## src/hdl/pm_pkg.sv

```systemverilog
package pm_pkg;

	// instruction word width
	localparam int IR_W = 16;

	// instruction field positions
	localparam int OP_HI = 15;
	localparam int OP_LO = 10;
	localparam int D_BIT = 9;
	localparam int A_HI = 8;
	localparam int A_LO = 6;
	localparam int B_HI = 5;
	localparam int B_LO = 3;
	localparam int C_HI = 2;
	localparam int C_LO = 0;

	// opcodes the control unit tells apart
	localparam logic [5:0] OP_LW = 6'o20;
	localparam logic [5:0] OP_SHC = 6'o36;
	localparam logic [5:0] OP_HLT = 6'o73;

	// main loop instruction states
	typedef enum logic [2:0] {
		P1 = 3'd0,
		P2 = 3'd1,
		P3 = 3'd2,
		P4 = 3'd3,
		P5 = 3'd4,
		PI = 3'd5
	} pm_state_t;

	// field extraction
	function automatic logic [OP_HI-OP_LO:0] ir_op(input logic [IR_W-1:0] ir);
		return ir[OP_HI:OP_LO];
	endfunction

	function automatic logic ir_d(input logic [IR_W-1:0] ir);
		return ir[D_BIT];
	endfunction

	function automatic logic [A_HI-A_LO:0] ir_a(input logic [IR_W-1:0] ir);
		return ir[A_HI:A_LO];
	endfunction

	function automatic logic [B_HI-B_LO:0] ir_b(input logic [IR_W-1:0] ir);
		return ir[B_HI:B_LO];
	endfunction

	function automatic logic [C_HI-C_LO:0] ir_c(input logic [IR_W-1:0] ir);
		return ir[C_HI:C_LO];
	endfunction

endpackage

```

## src/hdl/cycle_timer.sv

```systemverilog
module cycle_timer #(
	parameter int CYCLE_LEN = 4
) (
	input  logic clk,
	input  logic rst,
	input  logic start_req,
	input  logic stop_req,
	input  logic irq,
	input  logic exec_halt,
	output logic run,
	output logic waiting,
	output logic strob1,
	output logic strob2,
	output logic cycle_end
);

	localparam int PH_W = $clog2(CYCLE_LEN);
	localparam logic [PH_W-1:0] PH_STROB1 = PH_W'(1);
	localparam logic [PH_W-1:0] PH_STROB2 = PH_W'(2);
	localparam logic [PH_W-1:0] PH_LAST = PH_W'(CYCLE_LEN - 1);

	logic start_q;
	logic wait_q;
	logic [PH_W-1:0] phase;
	logic busy;

	// START flip-flop
	// stop wins if both requests arrive together
	always_ff @(posedge clk) begin
		if (rst) begin
			start_q <= 1'b0;
		end else if (stop_req) begin
			start_q <= 1'b0;
		end else if (start_req) begin
			start_q <= 1'b1;
		end
	end

	// WAIT flip-flop
	// set by halt at the end of P5, released by any interrupt
	always_ff @(posedge clk) begin
		if (rst) begin
			wait_q <= 1'b0;
		end else if (exec_halt) begin
			wait_q <= 1'b1;
		end else if (irq) begin
			wait_q <= 1'b0;
		end
	end

	assign run = start_q & ~wait_q;
	assign waiting = wait_q;

	// a started cycle always runs to its end
	assign busy = (phase != '0);

	// phase counter in place of the cycle start/end univibrators
	always_ff @(posedge clk) begin
		if (rst) begin
			phase <= '0;
		end else if (run || busy) begin
			if (phase == PH_LAST) begin
				phase <= '0;
			end else begin
				phase <= phase + 1'b1;
			end
		end
	end

	// strobes decoded straight from the phase register
	assign strob1 = (phase == PH_STROB1);
	assign strob2 = (phase == PH_STROB2);
	assign cycle_end = (phase == PH_LAST);

endmodule

```

## src/hdl/state_seq.sv

```systemverilog
module state_seq
	import pm_pkg::*;
(
	input  logic            clk,
	input  logic            rst,
	input  logic            strob2,
	input  logic            cycle_end,
	input  logic            irq,
	input  logic [IR_W-1:0] ir,
	output pm_state_t       state,
	output logic [IR_W-1:0] ir_q,
	output logic            exec_halt
);

	logic [5:0] op;
	logic fld_d;
	logic [2:0] fld_b;
	logic [2:0] fld_c;
	logic is_shc;
	logic is_hlt;

	// step counter LK
	logic [2:0] lk;
	logic lk_zero;

	pm_state_t next_state;
	logic enter_p5;

	// after premodification: B-modification only when b is set
	function automatic pm_state_t after_premod(input logic [2:0] b);
		if (b != 3'd0) begin
			return P3;
		end
		return P5;
	endfunction

	// after the argument: premodification first if d is set
	function automatic pm_state_t after_arg(input logic d, input logic [2:0] b);
		if (d) begin
			return P4;
		end
		return after_premod(b);
	endfunction

	// instruction register, loaded during fetch
	always_ff @(posedge clk) begin
		if (strob2 && state == P1) begin
			ir_q <= ir;
		end
	end

	assign op = ir_op(ir_q);
	assign fld_d = ir_d(ir_q);
	assign fld_b = ir_b(ir_q);
	assign fld_c = ir_c(ir_q);

	assign is_shc = (op == OP_SHC);
	assign is_hlt = (op == OP_HLT);
	assign lk_zero = (lk == 3'd0);

	always_comb begin
		next_state = P1;
		case (state)
			P1: begin
				if (is_shc) begin
					// shift count sits in c, no argument word
					next_state = P5;
				end else if (fld_c == 3'd0) begin
					next_state = P2;
				end else begin
					next_state = after_arg(fld_d, fld_b);
				end
			end
			P2: begin
				next_state = after_arg(fld_d, fld_b);
			end
			P4: begin
				next_state = after_premod(fld_b);
			end
			P3: begin
				next_state = P5;
			end
			P5: begin
				if (!lk_zero) begin
					// shift steps left, repeat execute
					next_state = P5;
				end else if (is_hlt || irq) begin
					// halt always resumes through interrupt accept
					next_state = PI;
				end else begin
					next_state = P1;
				end
			end
			PI: begin
				next_state = P1;
			end
			default: begin
				next_state = P1;
			end
		endcase
	end

	// state moves on the edge that closes cycle_end
	always_ff @(posedge clk) begin
		if (rst) begin
			state <= P1;
		end else if (cycle_end) begin
			state <= next_state;
		end
	end

	assign enter_p5 = (state != P5) && (next_state == P5);

	// LK loaded on entry to P5, counted down once per P5 cycle
	always_ff @(posedge clk) begin
		if (rst) begin
			lk <= 3'd0;
		end else if (cycle_end) begin
			if (enter_p5) begin
				lk <= is_shc ? fld_c : 3'd0;
			end else if (state == P5 && !lk_zero) begin
				lk <= lk - 3'd1;
			end
		end
	end

	// WAIT sets on the edge that closes the halt's P5 cycle
	assign exec_halt = cycle_end && (state == P5) && is_hlt && lk_zero;

endmodule

```

## src/hdl/uop_decode.sv

```systemverilog
module uop_decode
	import pm_pkg::*;
(
	input  logic            clk,
	input  logic            rst,
	input  logic            strob2,
	input  pm_state_t       state,
	input  logic [IR_W-1:0] ir_q,
	output logic            w_ir,
	output logic            w_ic,
	output logic            w_ar,
	output logic            w_ac,
	output logic            int_ack,
	output logic [2:0]      reg_sel
);

	logic [5:0] op;
	logic [2:0] fld_a;
	logic [2:0] fld_b;
	logic is_lw;

	assign op = ir_op(ir_q);
	assign fld_a = ir_a(ir_q);
	assign fld_b = ir_b(ir_q);

	// load never repeats execute, its only P5 cycle is the last one
	assign is_lw = (op == OP_LW);

	// W bus strobes, one clock each, right after strob2
	always_ff @(posedge clk) begin
		if (rst) begin
			w_ir <= 1'b0;
			w_ic <= 1'b0;
			w_ar <= 1'b0;
			w_ac <= 1'b0;
			int_ack <= 1'b0;
		end else begin
			w_ir <= strob2 && (state == P1);
			w_ic <= strob2 && (state == P1 || state == P2);
			w_ar <= strob2 && (state == P2 || state == P3 || state == P4);
			w_ac <= strob2 && (state == P5) && is_lw;
			int_ack <= strob2 && (state == PI);
		end
	end

	// general register select, follows state one clock behind
	always_ff @(posedge clk) begin
		if (rst) begin
			reg_sel <= 3'd0;
		end else begin
			case (state)
				P5: reg_sel <= fld_a;
				P3: reg_sel <= fld_b;
				default: reg_sel <= 3'd0;
			endcase
		end
	end

endmodule

```

## src/hdl/pm_top.sv

```systemverilog
module pm_top
	import pm_pkg::*;
#(
	parameter int CYCLE_LEN = 4
) (
	input  logic            clk,
	input  logic            rst,
	input  logic            start_req,
	input  logic            stop_req,
	input  logic            irq,
	input  logic [IR_W-1:0] ir,
	output logic            run,
	output logic            waiting,
	output pm_state_t       state,
	output logic            strob1,
	output logic            strob2,
	output logic            cycle_end,
	output logic            w_ir,
	output logic            w_ic,
	output logic            w_ar,
	output logic            w_ac,
	output logic            int_ack,
	output logic [2:0]      reg_sel
);

	logic exec_halt;
	logic [IR_W-1:0] ir_q;

	// start/stop, WAIT and cycle phases
	cycle_timer #(
		.CYCLE_LEN(CYCLE_LEN)
	) u_timer (
		.clk(clk),
		.rst(rst),
		.start_req(start_req),
		.stop_req(stop_req),
		.irq(irq),
		.exec_halt(exec_halt),
		.run(run),
		.waiting(waiting),
		.strob1(strob1),
		.strob2(strob2),
		.cycle_end(cycle_end)
	);

	// P states and LK
	state_seq u_seq (
		.clk(clk),
		.rst(rst),
		.strob2(strob2),
		.cycle_end(cycle_end),
		.irq(irq),
		.ir(ir),
		.state(state),
		.ir_q(ir_q),
		.exec_halt(exec_halt)
	);

	// microoperations
	uop_decode u_dec (
		.clk(clk),
		.rst(rst),
		.strob2(strob2),
		.state(state),
		.ir_q(ir_q),
		.w_ir(w_ir),
		.w_ic(w_ic),
		.w_ar(w_ar),
		.w_ac(w_ac),
		.int_ack(int_ack),
		.reg_sel(reg_sel)
	);

endmodule

```

## config.mk

```make
export PLATFORM = sky130hd
export DESIGN_NAME = pm_top
export DESIGN_NICKNAME = d
export VERILOG_FILES = /design/src/hdl/pm_pkg.sv /design/src/hdl/cycle_timer.sv /design/src/hdl/state_seq.sv /design/src/hdl/uop_decode.sv /design/src/hdl/pm_top.sv
export SDC_FILE = /design/constraint.sdc
export NUM_CORES = 1
export LEC_CHECK = 0
export ABC_AREA = 1
export BUFFER_PORTS_ARGS = -buffer_cell sky130_fd_sc_hd__clkbuf_2
export CAP_MARGIN = 40
export CORE_MARGIN = 5
export CORE_UTILIZATION = 52
export CTS_BUF_LIST = sky130_fd_sc_hd__clkbuf_8 sky130_fd_sc_hd__clkbuf_16
export CTS_CLUSTER_DIAMETER = 40
export DETAILED_ROUTE_END_ITERATION = 10
export GPL_TIMING_DRIVEN = 0
export HOLD_SLACK_MARGIN = 0.15
export PLACE_DENSITY = 0.78
export SYNTH_ARGS = -nofsm -noshare
export SYNTH_HDL_FRONTEND = slang
export SYNTH_SLANG_ARGS = --single-unit
```

## constraint.sdc

```tcl
create_clock -name clk -period 2.1 [get_ports clk]
set_input_delay 0.315 -clock clk [delete_from_list [all_inputs] [get_ports clk]]
set_output_delay 0.315 -clock clk [all_outputs]
set_load 0.01 [all_outputs]
```

==> summary.md, run 1 <==
| Metric | Value |
|---|---|
| Via count | `1297` |
| DR DRC count | `0` |
| Die outline height | `about 64 µm` |
| Share of post-route cells with drive strength above 1 | `around a quarter` |
| Final worst-path cycle share | `87.0%` |
| CTS Sinks | `34` |
| Max FO, Critical Path | `12` |
| Initial antenna violation count | `0` |
| TritonCTS clock tree | `yes` |
| Area delta synth->final | `21.9%` |
| DR vias/cell | `5.19` |
| Worst Path Required | `2.09 ns` |
| Number of port buffers | `35` |
| Multi-input logic area | `approximately 580 µm²` |
| Skew-Pair Late Insertion Delay | `0.29 ns` |
| Clk root buf | `clkbuf_8` |
| Clock-pin slew on the worst setup and hold paths | `0.07 ns` |
| HPWL Detailed | `around 2500 µm` |
| Clk buf depth | `2` |
| Finished Core Util | `67.2%` |
| Outcome | `finished clean` |
| Setup violations, final | `0` |
| RePlAce Congestion | `0.875` |
| Top post-synthesis cells by area | `edfxtp_1 (31%), dfxtp_1 (23%), nand2_1 (8.8%)` |
| Min cycle time layout | `1.83 ns` |
| Worst Hold Slack | `0.179 ns` |
| Synth warn | `0` |
| Cell Chain, Critical Path | `inv_1, ha_1, nand2_1, nor2_1, buf_4` |
| Vias in the first global route | `1244` |
| Drt total wl | `between 3000 and 4000 µm` |
| DRT iter0 DRCs | `48` |
| GRT overflow | `0` |
| Largest net degree at the start of global routing | `13` |
| FP Rows | `19` |
| Worst path slowest cell | `nor2_1` |
| Die X | `~64 µm` |
| Final layout net count | `245` |
| Synth Register Bits | `34` |
| Setup tns final | `0 ns` |
| Least-Margin Pin Slew | `0.521 ns` |
| RSZ-0062 raised after global routing | `no` |
| Fmax | `~550 MHz` |
| Worst VDD drop | `between 0.7 and 0.8 mV` |
| Final worst setup slack | `0.273 ns` |
| Place WS | `0.288 ns` |
| Worst hold path class | `primary input to flop` |
| Post-CTS sizing | `0` |
| Top-area cell type share of the netlist area | `around 31%` |
| Critical path class | `flop to flop` |
| Synth cell types | `23` |
| CP Capture Type | `flop` |
| Post-Syn Area | `1530 µm²` |
| Arrival time at the worst endpoint | `1.82 ns` |
| Core box area | `between 2000 and 3000 µm²` |
| Max_cap viols | `0` |
| Sequential cell area | `approximately 840 µm²` |
| Leakage | `a little under 0.9 nW` |
| Pins Over Slew Limit | `0` |
| Hold-fix buffers at CTS | `0` |
| Hold Violations, Final | `0` |
| Register area share after synthesis | `54.8%` |
| # IOs | `37` |
| GRT Overall Usage | `17.9%` |
| Num CTS Buffers | `5` |
| Leading area contributor after synthesis | `edfxtp_1` |
| Average wire per standard cell | `13.3 µm` |
| Syn Inst Count | `175` |
| Worst clock skew | `0.00684 ns` |
| Worst path max stage delay | `0.42 ns` |
| Synth Net Count | `202` |
| H-tree depth | `2` |
| Filler cell count in the final layout | `between 200 and 250` |
| Diode count | `0` |
| Post-CTS Setup Inserts | `0` |
| First-pass GRT wire length | `roughly 5700 µm` |
| Pwr dens | `1110 nW/µm²` |
| Slew HR | `between 60 and 70%` |
| Synth Area per Inst | `8.77 µm²` |
| DRT Pass-1 Iters | `4` |
| Initial Utilization | `55.2%` |
| Full die area | `4140 µm²` |
| ANT nets after route | `0` |
| CP Launch Type | `flop` |
==> final cells by class <==
cell class	instances	area share, %
plain buffers	2	1.00
clock buffers	5	3.68
clock inverters	3	2.41
inverters	25	5.02
multi-input cells	114	31.1
flip-flops and latches	34	45.0
well taps	31	2.07
repair buffers	36	9.77
==> metrics by stage <==
| step | std cells | power [mW] | instance area, µm² |
|---|---|---|---|
| floorplan | 175 | 1.31 | 1530 |
| global placement | 241 | 1.45 | 1750 |
| detailed placement | 242 | 1.48 | 1760 |
| CTS | 250 | 2.09 | 1870 |
| global route | 250 | 2.21 | 1870 |
| finish | 250 | 2.08 | 1870 |
==> sequential cells by signal (all words and copies together) (netlist names) <==
register         cells
u_timer.phase        2
u_timer.waiting      1
u_dec.int_ack        1
u_dec.reg_sel        3
u_seq.ir_q          16
u_timer.start_q      1
u_seq.state          3
u_dec.w_ic           1
u_dec.w_ar           1
u_dec.w_ir           1
u_dec.w_ac           1
u_seq.lk             3
==> cells in the final DEF (no fill, tap or decap), drive strengths merged, types with 6 or more instances in the layout <==
| cell type | synthesis | routed |
|---|---|---|
| nor2 | 30 | 30 |
| a21oi | 7 | 7 |
| dfxtp | 18 | 18 |
| nand2 | 37 | 37 |
| ha | 6 | 6 |
| edfxtp | 16 | 16 |
| nand4 | 7 | 7 |
| inv | 24 | 24 |
| clkbuf | 0 | 40 |
| o21ai | 6 | 6 |
| nand3 | 12 | 12 |
==> kinds of logic after synthesis <==
family	count (synthesis)	share of synthesized area (%)
flip-flops	34	54.8
AO/OA/AOI/OAI	17	6.12
XOR/XNOR	1	0.571
adder cells (fa/ha/maj)	6	4.89
AND/OR/NAND/NOR	90	26.3
buffers and inverters	27	7.34
==> worst max-delay path, delay by kind of cell (launching register included) <==
kind,cells,cell delay [ns]
flip-flops,1,0.33
buffers and inverters,2,0.43
AND/OR/NAND/NOR,2,0.49
adder cells (fa/ha/maj),1,0.27
==> routing by layer <==
| layer | vias to the layer above | GRT usage, % | part of all wire [%] |
|---|---|---|---|
| li1 | 660 | - | - |
| met1 | 569 | 21.4 | 38 |
| met2 | 61 | 30.2 | 50 |
| met3 | 7 | 5.43 | 9.6 |
| met4 | 0 | 6.11 | 1.7 |
| met5 | - | 0 | 0 |
==> power by group <==
group | leakage [nW] | switching [mW] | internal (mW)
Combinational | 0.528 | 0.377 | 0.191
Sequential | 0.293 | 0.0699 | 0.841
Clock | 0.0504 | 0.250 | 0.353
==> final timing paths <==
path,start,endpoint,slack (ns),cells after the start
hold reg to reg,u_timer.start_q$_SDFFE_PP0P_,u_timer.start_q$_SDFFE_PP0P_,0.51,2
hold / removal,stop_req,u_timer.start_q$_SDFFE_PP0P_,0.18,2
setup / recovery,u_timer.phase[0]$_SDFFE_PP0P_,u_seq.ir_q[8]$_DFFE_PP_,0.27,5
setup reg to reg,u_timer.phase[0]$_SDFFE_PP0P_,u_seq.ir_q[8]$_DFFE_PP_,0.27,5
==> cells in the mapped netlist, drive strengths merged <==
library cell / n
a31oi: 1
a21oi: 7
edfxtp: 16
nor2: 30
nor4: 2
buf: 2
nand3: 12
inv: 24
a211oi: 3
xor2: 1
o21ai: 6
clkinv: 1
dfxtp: 18
nand2: 37
ha: 6
nor3: 1
nand4: 7
or4: 1
Power figures use the tool's default switching activity.
==> inputs of run 2 (changes only) <==
==> constraint.sdc (replaced) <==
create_clock -name clk -period 1.7 [get_ports clk]
set_input_delay 0.255 -clock clk [delete_from_list [all_inputs] [get_ports clk]]
set_output_delay 0.255 -clock clk [all_outputs]
set_load 0.05 [all_outputs]
==> run 2 against run 1 <==
  * Flip-flop and latch count unchanged
  * Register-to-register slack worse by 0.13 ns
  * Setup slack worse by 0.18 ns
  * First-iteration DRC count up 52%
  * Sequential power up 25%
  * Total power up 27%
  * Routed wire length up 12%
  * Final area up 9.0%
  * Combinational power up 69%
  * Die area unchanged
  * Utilization up 6.1 points
  * Hold slack better by 0.034 ns
==> summary.md, run 2 (synthesis gave the netlist of run 1 again) <==
| Metric | Value |
|---|---|
| Outcome | `finished clean` |
| Arrival time at the worst endpoint | `1.35 ns (-0.47 ns)` |
| Metal2 WL | `1930 µm (+15%)` |
| Final worst-path cycle share | `94.6%` |
| DR vias/cell | `5.31 (+2.4%)` |
| CP Capture Type | `output pin` |
| Largest net degree at the start of global routing | `17 (+4)` |
| Reg-to-reg endpoint | `u_seq.lk[0]$_SDFFE_PP0P_` |
| Via count | `1413 (+8.9%)` |
| Hold Violations, Final | `0 (unchanged)` |
| Fmax | `622 MHz` |
| Least-Margin Pin Slew | `0.465 ns (-0.0568 ns)` |
| Leakage | `0.935 nW (+7.4%)` |
| Full die area | `4140 µm² (unchanged)` |
| Post-CTS Setup Inserts | `0 (unchanged)` |
| FF-to-FF path depth | `13 (+8)` |
| Average wire per standard cell | `14.0 µm (+5.5%)` |
| FF-to-FF setup slack | `0.14 ns (-0.13 ns)` |
| Die X | `64.3 µm (unchanged)` |
| Worst clock skew | `0.00387 ns (-0.00298 ns)` |
| Combinational Power Share | `36.2% (+8.9 points)` |
| Commonest non-fill, non-tap cells in the layout | `nand2_1 (35), clkbuf_2 (35), nor2_1 (24)` |
| Met3 WL post-DR | `314 µm (-1.3%)` |
| Area delta synth->final | `32.9%` |
| DRT Pass-1 Iters | `4 (unchanged)` |
| Top reg by flops | `u_seq.ir_q` |
| RSZ-0062 raised after global routing | `no` |
| HPWL Detailed | `2480 µm (-0.68%)` |
| Worst hold path class | `primary input to flop` |
| Setup violations, final | `0 (unchanged)` |
| GRT overflow | `0 (unchanged)` |
| Clk root buf | `clkbuf_8` |
| Switching part of the total | `40.1% (+6.6 points)` |
| Hold path start | `start_req` |
| Worst Path Required | `1.44 ns (-0.65 ns)` |
| Top layer in use | `met4` |
| Number of port buffers | `35 (unchanged)` |
| Slew HR | `69.0% (+3.8 points)` |
| Int Pwr | `1.59 mW (+14%)` |
| RePlAce Congestion | `0.895 (+2.4%)` |
| Final layout net count | `261 (+6.5%)` |
| Finished Core Util | `73.3% (+6.1 points)` |
| GRT Overall Usage | `19.3% (+1.4 points)` |
| Hold depth | `3 (+1)` |
| TritonCTS clock tree | `yes` |
| Num CTS Buffers | `5 (unchanged)` |
| Filler cell count in the final layout | `203 (-13%)` |
| Skew-Pair Late Insertion Delay | `0.29 ns (about the same)` |
| ANT nets after route | `0 (unchanged)` |
| DRT iter0 DRCs | `73 (+52%)` |
| Clk buf depth | `2 (unchanged)` |
| Reg power frac | `42.9% (-0.9 points)` |
| M1 WL | `1370 µm (+8.3%)` |
| First-pass GRT wire length | `6090 µm (+6.4%)` |
| Clock-pin slew on the worst setup and hold paths | `0.06 ns (about the same)` |
| Max FO, Critical Path | `7 (-5)` |
| Sw power | `1.06 mW (+52%)` |
| H-tree depth | `2 (unchanged)` |
| Initial antenna violation count | `0 (unchanged)` |
| Diode count | `0 (unchanged)` |
| Setup tns final | `0 ns (unchanged)` |
| Min cycle time layout | `1.61 ns` |
| Initial Utilization | `55.2% (unchanged)` |
| Pins Over Slew Limit | `0 (unchanged)` |
| Die outline height | `64.3 µm (unchanged)` |
| Critical path class | `flop to output pin` |
| Max_cap viols | `0 (unchanged)` |
| R2R Path Start | `u_seq.lk[1]$_SDFFE_PP0P_` |
| FP Rows | `19 (unchanged)` |
| Max reg flops | `16 (unchanged)` |
| CTS Sinks | `34 (unchanged)` |
| # IOs | `37 (unchanged)` |
| Core box area | `2780 µm² (unchanged)` |
| Worst VDD drop | `1.08 mV (+45%)` |
| CP Launch Type | `flop` |
| Pwr dens | `1300 nW/µm² (+17%)` |
| Hold endpoint | `u_timer.start_q$_SDFFE_PP0P_` |
| Share of post-route cells with drive strength above 1 | `26.8% (+1.7 points)` |
| Drt total wl | `3730 µm (+12%)` |
| DR DRC count | `0 (unchanged)` |
| Clock share of power | `20.9% (-8.1 points)` |
| Vias in the first global route | `1384 (+11%)` |
-- run 2: cell types whose count changed in the layout (fill, tap and decap cells not counted), sizes merged --
cell         delta
buf             -1
bufinv          -1
clkinv          +2
clkinvlp        -2
dlygate4sd3    +17
inv             +1
-- run 2: power groups by stage --
stage / Combinational, mW / Sequential, mW / Clock, mW
6_report: 0.959 / 1.14 / 0.553
4_1_cts: 0.909 / 1.13 / 0.563
3_3_place_gp: 0.851 / 1.14 / 0
5_1_grt: 1.04 / 1.15 / 0.604
3_5_place_dp: 0.874 / 1.15 / 0
2_1_floorplan: 0.571 / 1.25 / 0
-- run 2: worst max path at each step --
stage                                   from                  endpoint  slack, ns
6_report       u_timer.phase[1]$_SDFFE_PP0P_                 cycle_end       0.09
2_1_floorplan  u_timer.phase[0]$_SDFFE_PP0P_   u_seq.ir_q[0]$_DFFE_PP_       0.11
5_1_grt             u_seq.lk[1]$_SDFFE_PP0P_  u_seq.lk[1]$_SDFFE_PP0P_       0.01
3_5_place_dp   u_timer.phase[0]$_SDFFE_PP0P_   u_seq.ir_q[3]$_DFFE_PP_       0.15
4_1_cts        u_timer.phase[0]$_SDFFE_PP0P_                 cycle_end       0.13
3_3_place_gp   u_timer.phase[0]$_SDFFE_PP0P_   u_seq.ir_q[5]$_DFFE_PP_       0.17
-- run 2: layout make-up --
cell class | instances | area [µm²] | share of cell area (%)
multi-input combinational | 114 | 616 | 30.2
timing repair buffer | 52 | 345 | 16.9
sequential | 34 | 845 | 41.4
clock buffer | 5 | 68.8 | 3.38
clock inverter | 3 | 12.5 | 0.614
buffer | 2 | 18.8 | 0.921
inverter | 25 | 93.8 | 4.60
tap | 31 | 38.8 | 1.90
-- run 2: critical path: stages (launching register included) --
cell	delay [ns]
dfxtp_1	0.36
ha_1	0.36
clkbuf_2	0.34
-- run 2: timing repair --
item	4_1_cts	5_1_grt
gates resized for setup	0	8
hold buffers	17	0
endpoints found under the hold margin	17	0
setup endpoints to repair	0	2
-- run 2: through the flow --
step	worst slack, ns	instances	hold WS, ns	instance area, µm²	power [mW]
after global routing	0.0137	266	0.209	2040	2.80
after global placement	0.170	241	0.423	1760	1.99
after detailed placement	0.154	241	0.429	1760	2.02
after CTS	0.125	266	0.203	2010	2.60
after floorplan	0.113	175	0.334	1550	1.82
final	0.0916	266	0.213	2040	2.65
-- run 2: metal layers --
layer / up-vias / global-route usage (%)
li1: 688 / -
met3: 17 / 7.18
met1: 637 / 19.8
met5: - / 0
met2: 71 / 33.0
met4: 0 / 11.7
==> inputs of run 3 (changes only) <==
--- a/config.mk
+++ b/config.mk
@@ -5,17 +5,15 @@
 export SDC_FILE = /design/constraint.sdc
 export NUM_CORES = 1
 export LEC_CHECK = 0
-export ABC_AREA = 1
-export BUFFER_PORTS_ARGS = -buffer_cell sky130_fd_sc_hd__clkbuf_2
 export CAP_MARGIN = 40
 export CORE_MARGIN = 5
-export CORE_UTILIZATION = 52
+export CORE_UTILIZATION = 45
 export CTS_BUF_LIST = sky130_fd_sc_hd__clkbuf_8 sky130_fd_sc_hd__clkbuf_16
 export CTS_CLUSTER_DIAMETER = 40
 export DETAILED_ROUTE_END_ITERATION = 10
+export DONT_BUFFER_PORTS = 1
 export GPL_TIMING_DRIVEN = 0
 export HOLD_SLACK_MARGIN = 0.15
-export PLACE_DENSITY = 0.78
 export SYNTH_ARGS = -nofsm -noshare
 export SYNTH_HDL_FRONTEND = slang
 export SYNTH_SLANG_ARGS = --single-unit
==> run 3 against run 2 <==
  * The run now ends with setup timing left
  * Flip-flop and latch count unchanged
  * Sequential power about the same
  * Clock skew about the same
  * Utilization down 8.6 points
  * Global-route usage down 2.9 points
  * Final cell count down 14%
  * Final area up 5.0%
  * Via count down 11%
  * Sequential share of layout area down 1.8 points
  * Hold slack worse by 0.057 ns
  * Synthesized cell count down 20%
  * Combinational power down 36%
  * Largest power group unchanged
==> summary.md, run 3 <==
| Metric | Value |
|---|---|
| Die outline height | `68.1 µm (+5.9%)` |
| FP Rows | `21 (+2)` |
| Finished Core Util | `64.7% (-8.6 points)` |
| Hold path start | `rst` |
| DRT iter0 DRCs | `65 (-11%)` |
| Critical path class | `flop to flop` |
| Max FO, Critical Path | `3 (-4)` |
| Synth cell types | `41 (+78%)` |
| Arrival time at the worst endpoint | `2.08 ns (+0.73 ns)` |
| Final worst-path cycle share | `112% (+17 points)` |
| Synth Net Count | `167 (-17%)` |
| Num CTS Buffers | `5 (unchanged)` |
| Crit path from | `u_seq.ir_q[2]$_DFFE_PP_` |
| Synth cell count leaders | `dfxtp_1 (18), edfxtp_1 (16), nor2_1 (16)` |
| Post-synth top flop | `dfxtp_1` |
| Synth Register Bits | `34 (unchanged)` |
| Violated checks | `setup timing` |
| Fmax | `525 MHz (-15%)` |
| Skew-Pair Late Insertion Delay | `0.28 ns (about the same)` |
| Worst clock skew | `0.00375 ns (-0.000119 ns)` |
| Via count | `1257 (-11%)` |
| Syn Inst Count | `140 (-20%)` |
| DP Area | `1590 µm² (-9.5%)` |
| Hold Violations, Final | `0 (unchanged)` |
| CP Capture Type | `flop` |
| Full die area | `4640 µm² (+12%)` |
| Average wire per standard cell | `16.3 µm (+16%)` |
| Worst Hold Slack | `0.156 ns (-0.0573 ns)` |
| Vias in the first global route | `1243 (-10%)` |
| Leakage | `0.772 nW (-17%)` |
| GRT Overall Usage | `16.4% (-2.9 points)` |
| Top post-synthesis cells by area | `edfxtp_1 (32%), dfxtp_1 (24%), ha_1 (4.9%)` |
| First-pass GRT wire length | `5500 µm (-9.6%)` |
| Synth Area per Inst | `10.9 µm² (+24%)` |
| R2R Path Start | `u_seq.ir_q[2]$_DFFE_PP_` |
| Leading area contributor after synthesis | `edfxtp_1` |
| RSZ-0062 raised after global routing | `yes` |
| DR DRC count | `0 (unchanged)` |
| FF-to-FF setup slack | `-0.20 ns (-0.34 ns)` |
| Setup violations, final | `4 (+4)` |
| Final layout net count | `208 (-20%)` |
| DRT Pass-1 Iters | `4 (unchanged)` |
| Diode count | `0 (unchanged)` |
| Number of synthesized flops with an enable pin | `16 (unchanged)` |
| HPWL Detailed | `2310 µm (-6.9%)` |
| Design area | `2140 µm² (+5.0%)` |
| Core box area | `3310 µm² (+19%)` |
| ANT nets after route | `0 (unchanged)` |
| Final worst setup slack | `-0.203 ns (-0.295 ns)` |
| Post-Syn Area | `1520 µm² (-0.90%)` |
| Initial Utilization | `45.9% (-9.2 points)` |
| Slew HR | `60.7% (-8.2 points)` |
| Max reg flops | `16 (unchanged)` |
| DR vias/cell | `5.51 (+3.8%)` |
| Min cycle time layout | `1.90 ns (+0.295 ns)` |
| CTS Sinks | `34 (unchanged)` |
| Outcome | `finished with violations` |
| Top reg by flops | `u_seq.ir_q` |
| Synth warn | `0 (unchanged)` |
| Pins Over Slew Limit | `0 (unchanged)` |
| Worst VDD drop | `0.613 mV (-43%)` |
| Tot Pwr | `2.33 mW (-12%)` |
| GRT overflow | `0 (unchanged)` |
| H-tree depth | `2 (unchanged)` |
| Clock-pin slew on the worst setup and hold paths | `0.07 ns (about the same)` |
| CP Launch Type | `flop` |
| Clk buf depth | `2 (unchanged)` |
| Commonest non-fill, non-tap cell in the layout | `dlygate4sd3_1` |
| Filler cell count in the final layout | `277 (+36%)` |
| Top-area cell type share of the netlist area | `31.6% (+0.28 points)` |
| Share of post-route cells with drive strength above 1 | `27.5% (+0.66 points)` |
| Number of port buffers | `0 (-100%)` |
| Worst Path Required | `1.88 ns (+0.44 ns)` |
| RePlAce Congestion | `0.895 (unchanged)` |
| Register area share after synthesis | `55.3% (+0.50 points)` |
| Pwr dens | `1090 nW/µm² (-16%)` |
| Least-Margin Pin Slew | `0.589 ns (+0.124 ns)` |
| Multi-input logic area | `739 µm² (+20%)` |
| Area delta synth->final | `40.8%` |
| TritonCTS clock tree | `yes` |
| Commonest non-fill, non-tap cells in the layout | `dlygate4sd3_1 (20), edfxtp_1 (16), dfxtp_1 (15)` |
| Sequential cell area | `850 µm² (+0.59%)` |
| Most frequent cell after synthesis | `dfxtp_1` |
| Clk root buf | `clkbuf_8` |
| Initial antenna violation count | `0 (unchanged)` |
| Drt total wl | `3720 µm (-0.16%)` |
| Asr flop ratio synth | `0% (unchanged)` |
| Die X | `68.1 µm (+5.9%)` |
| Max_cap viols | `0 (unchanged)` |
| # IOs | `37 (unchanged)` |
| Worst hold path class | `primary input to flop` |
| Largest net degree at the start of global routing | `17 (unchanged)` |
==> run 3: cell types whose count changed in the layout (fill, tap and decap cells not counted), sizes merged, moves of 4 or more <==
cell / change
nand3: -10
nor2: -14
and3: +4
nor2b: +5
inv: -19
clkbuf: -31
nor3: +5
nand2: -34
buf: +14
nand2b: +5
==> run 3: report_power, final <==
part | internal (mW) | switching, mW
logic | 0.261 | 0.350
registers | 0.976 | 0.134
clock network | 0.325 | 0.289
total | 1.56 | 0.773
==> run 3: cells by family after synthesis <==
family	Yosys count	share of synthesized area, %
muxes	1	0.741
adders and majority gates	6	4.94
AOI/OAI and AO/OA	30	15.2
and+or+nand+nor	58	20.9
buffers and inverters	11	2.88
DFF	34	55.3
==> run 3: critical path: stages (launching register included) <==
cell	delay [ns]
edfxtp_1	0.39
or3_4	0.41
o2bb2ai_2	0.15
a221o_2	0.39
a311o_1	0.31
and3_1	0.16
==> run 3: layout make-up <==
type,instances,share of cell area (%)
Inverter,6,1.05
Clock buffer,6,3.86
Buffer,5,2.34
Clock inverter,2,0.584
Sequential cell,34,39.7
Tap cell,46,2.69
Multi-Input combinational cell,95,34.5
Timing Repair Buffer,34,15.3
==> run 3: worst paths after layout <==
path / endpoint / depth (start not counted)
max: u_seq.lk[1]$_SDFFE_PP0P_ / 5
min reg2reg: u_dec.w_ac$_SDFF_PP0_ / 1
max reg2reg: u_seq.lk[1]$_SDFFE_PP0P_ / 5
min: u_dec.w_ar$_SDFF_PP0_ / 3
==> run 3: metal layers <==
metal | vias up | GRT usage, % | share of wire, %
met5 | - | 0 | 0
met4 | 0 | 5.46 | 0.35
met3 | 4 | 5.25 | 7.9
met2 | 64 | 29.8 | 52
met1 | 586 | 17.8 | 39
li1 | 603 | - | -
==> run 3: what timing repair did <==
action,4_1_cts,5_1_grt
setup buffers,9,4
endpoints found under the setup margin,23,9
pin swaps,5,4
gates resized for setup,15,14
cloned,0,1
hold buffers,20,0
endpoints found under the hold margin,20,0
==> run 3: through the flow <==
stage	setup TNS, ns	worst slack [ns]	std cells
global route	-0.842	-0.265	228
finish	-0.501	-0.203	228
global placement	-4.66	-0.374	186
floorplan	-0.130	-0.130	140
detailed placement	-4.57	-0.370	186
CTS	-0.498	-0.176	223
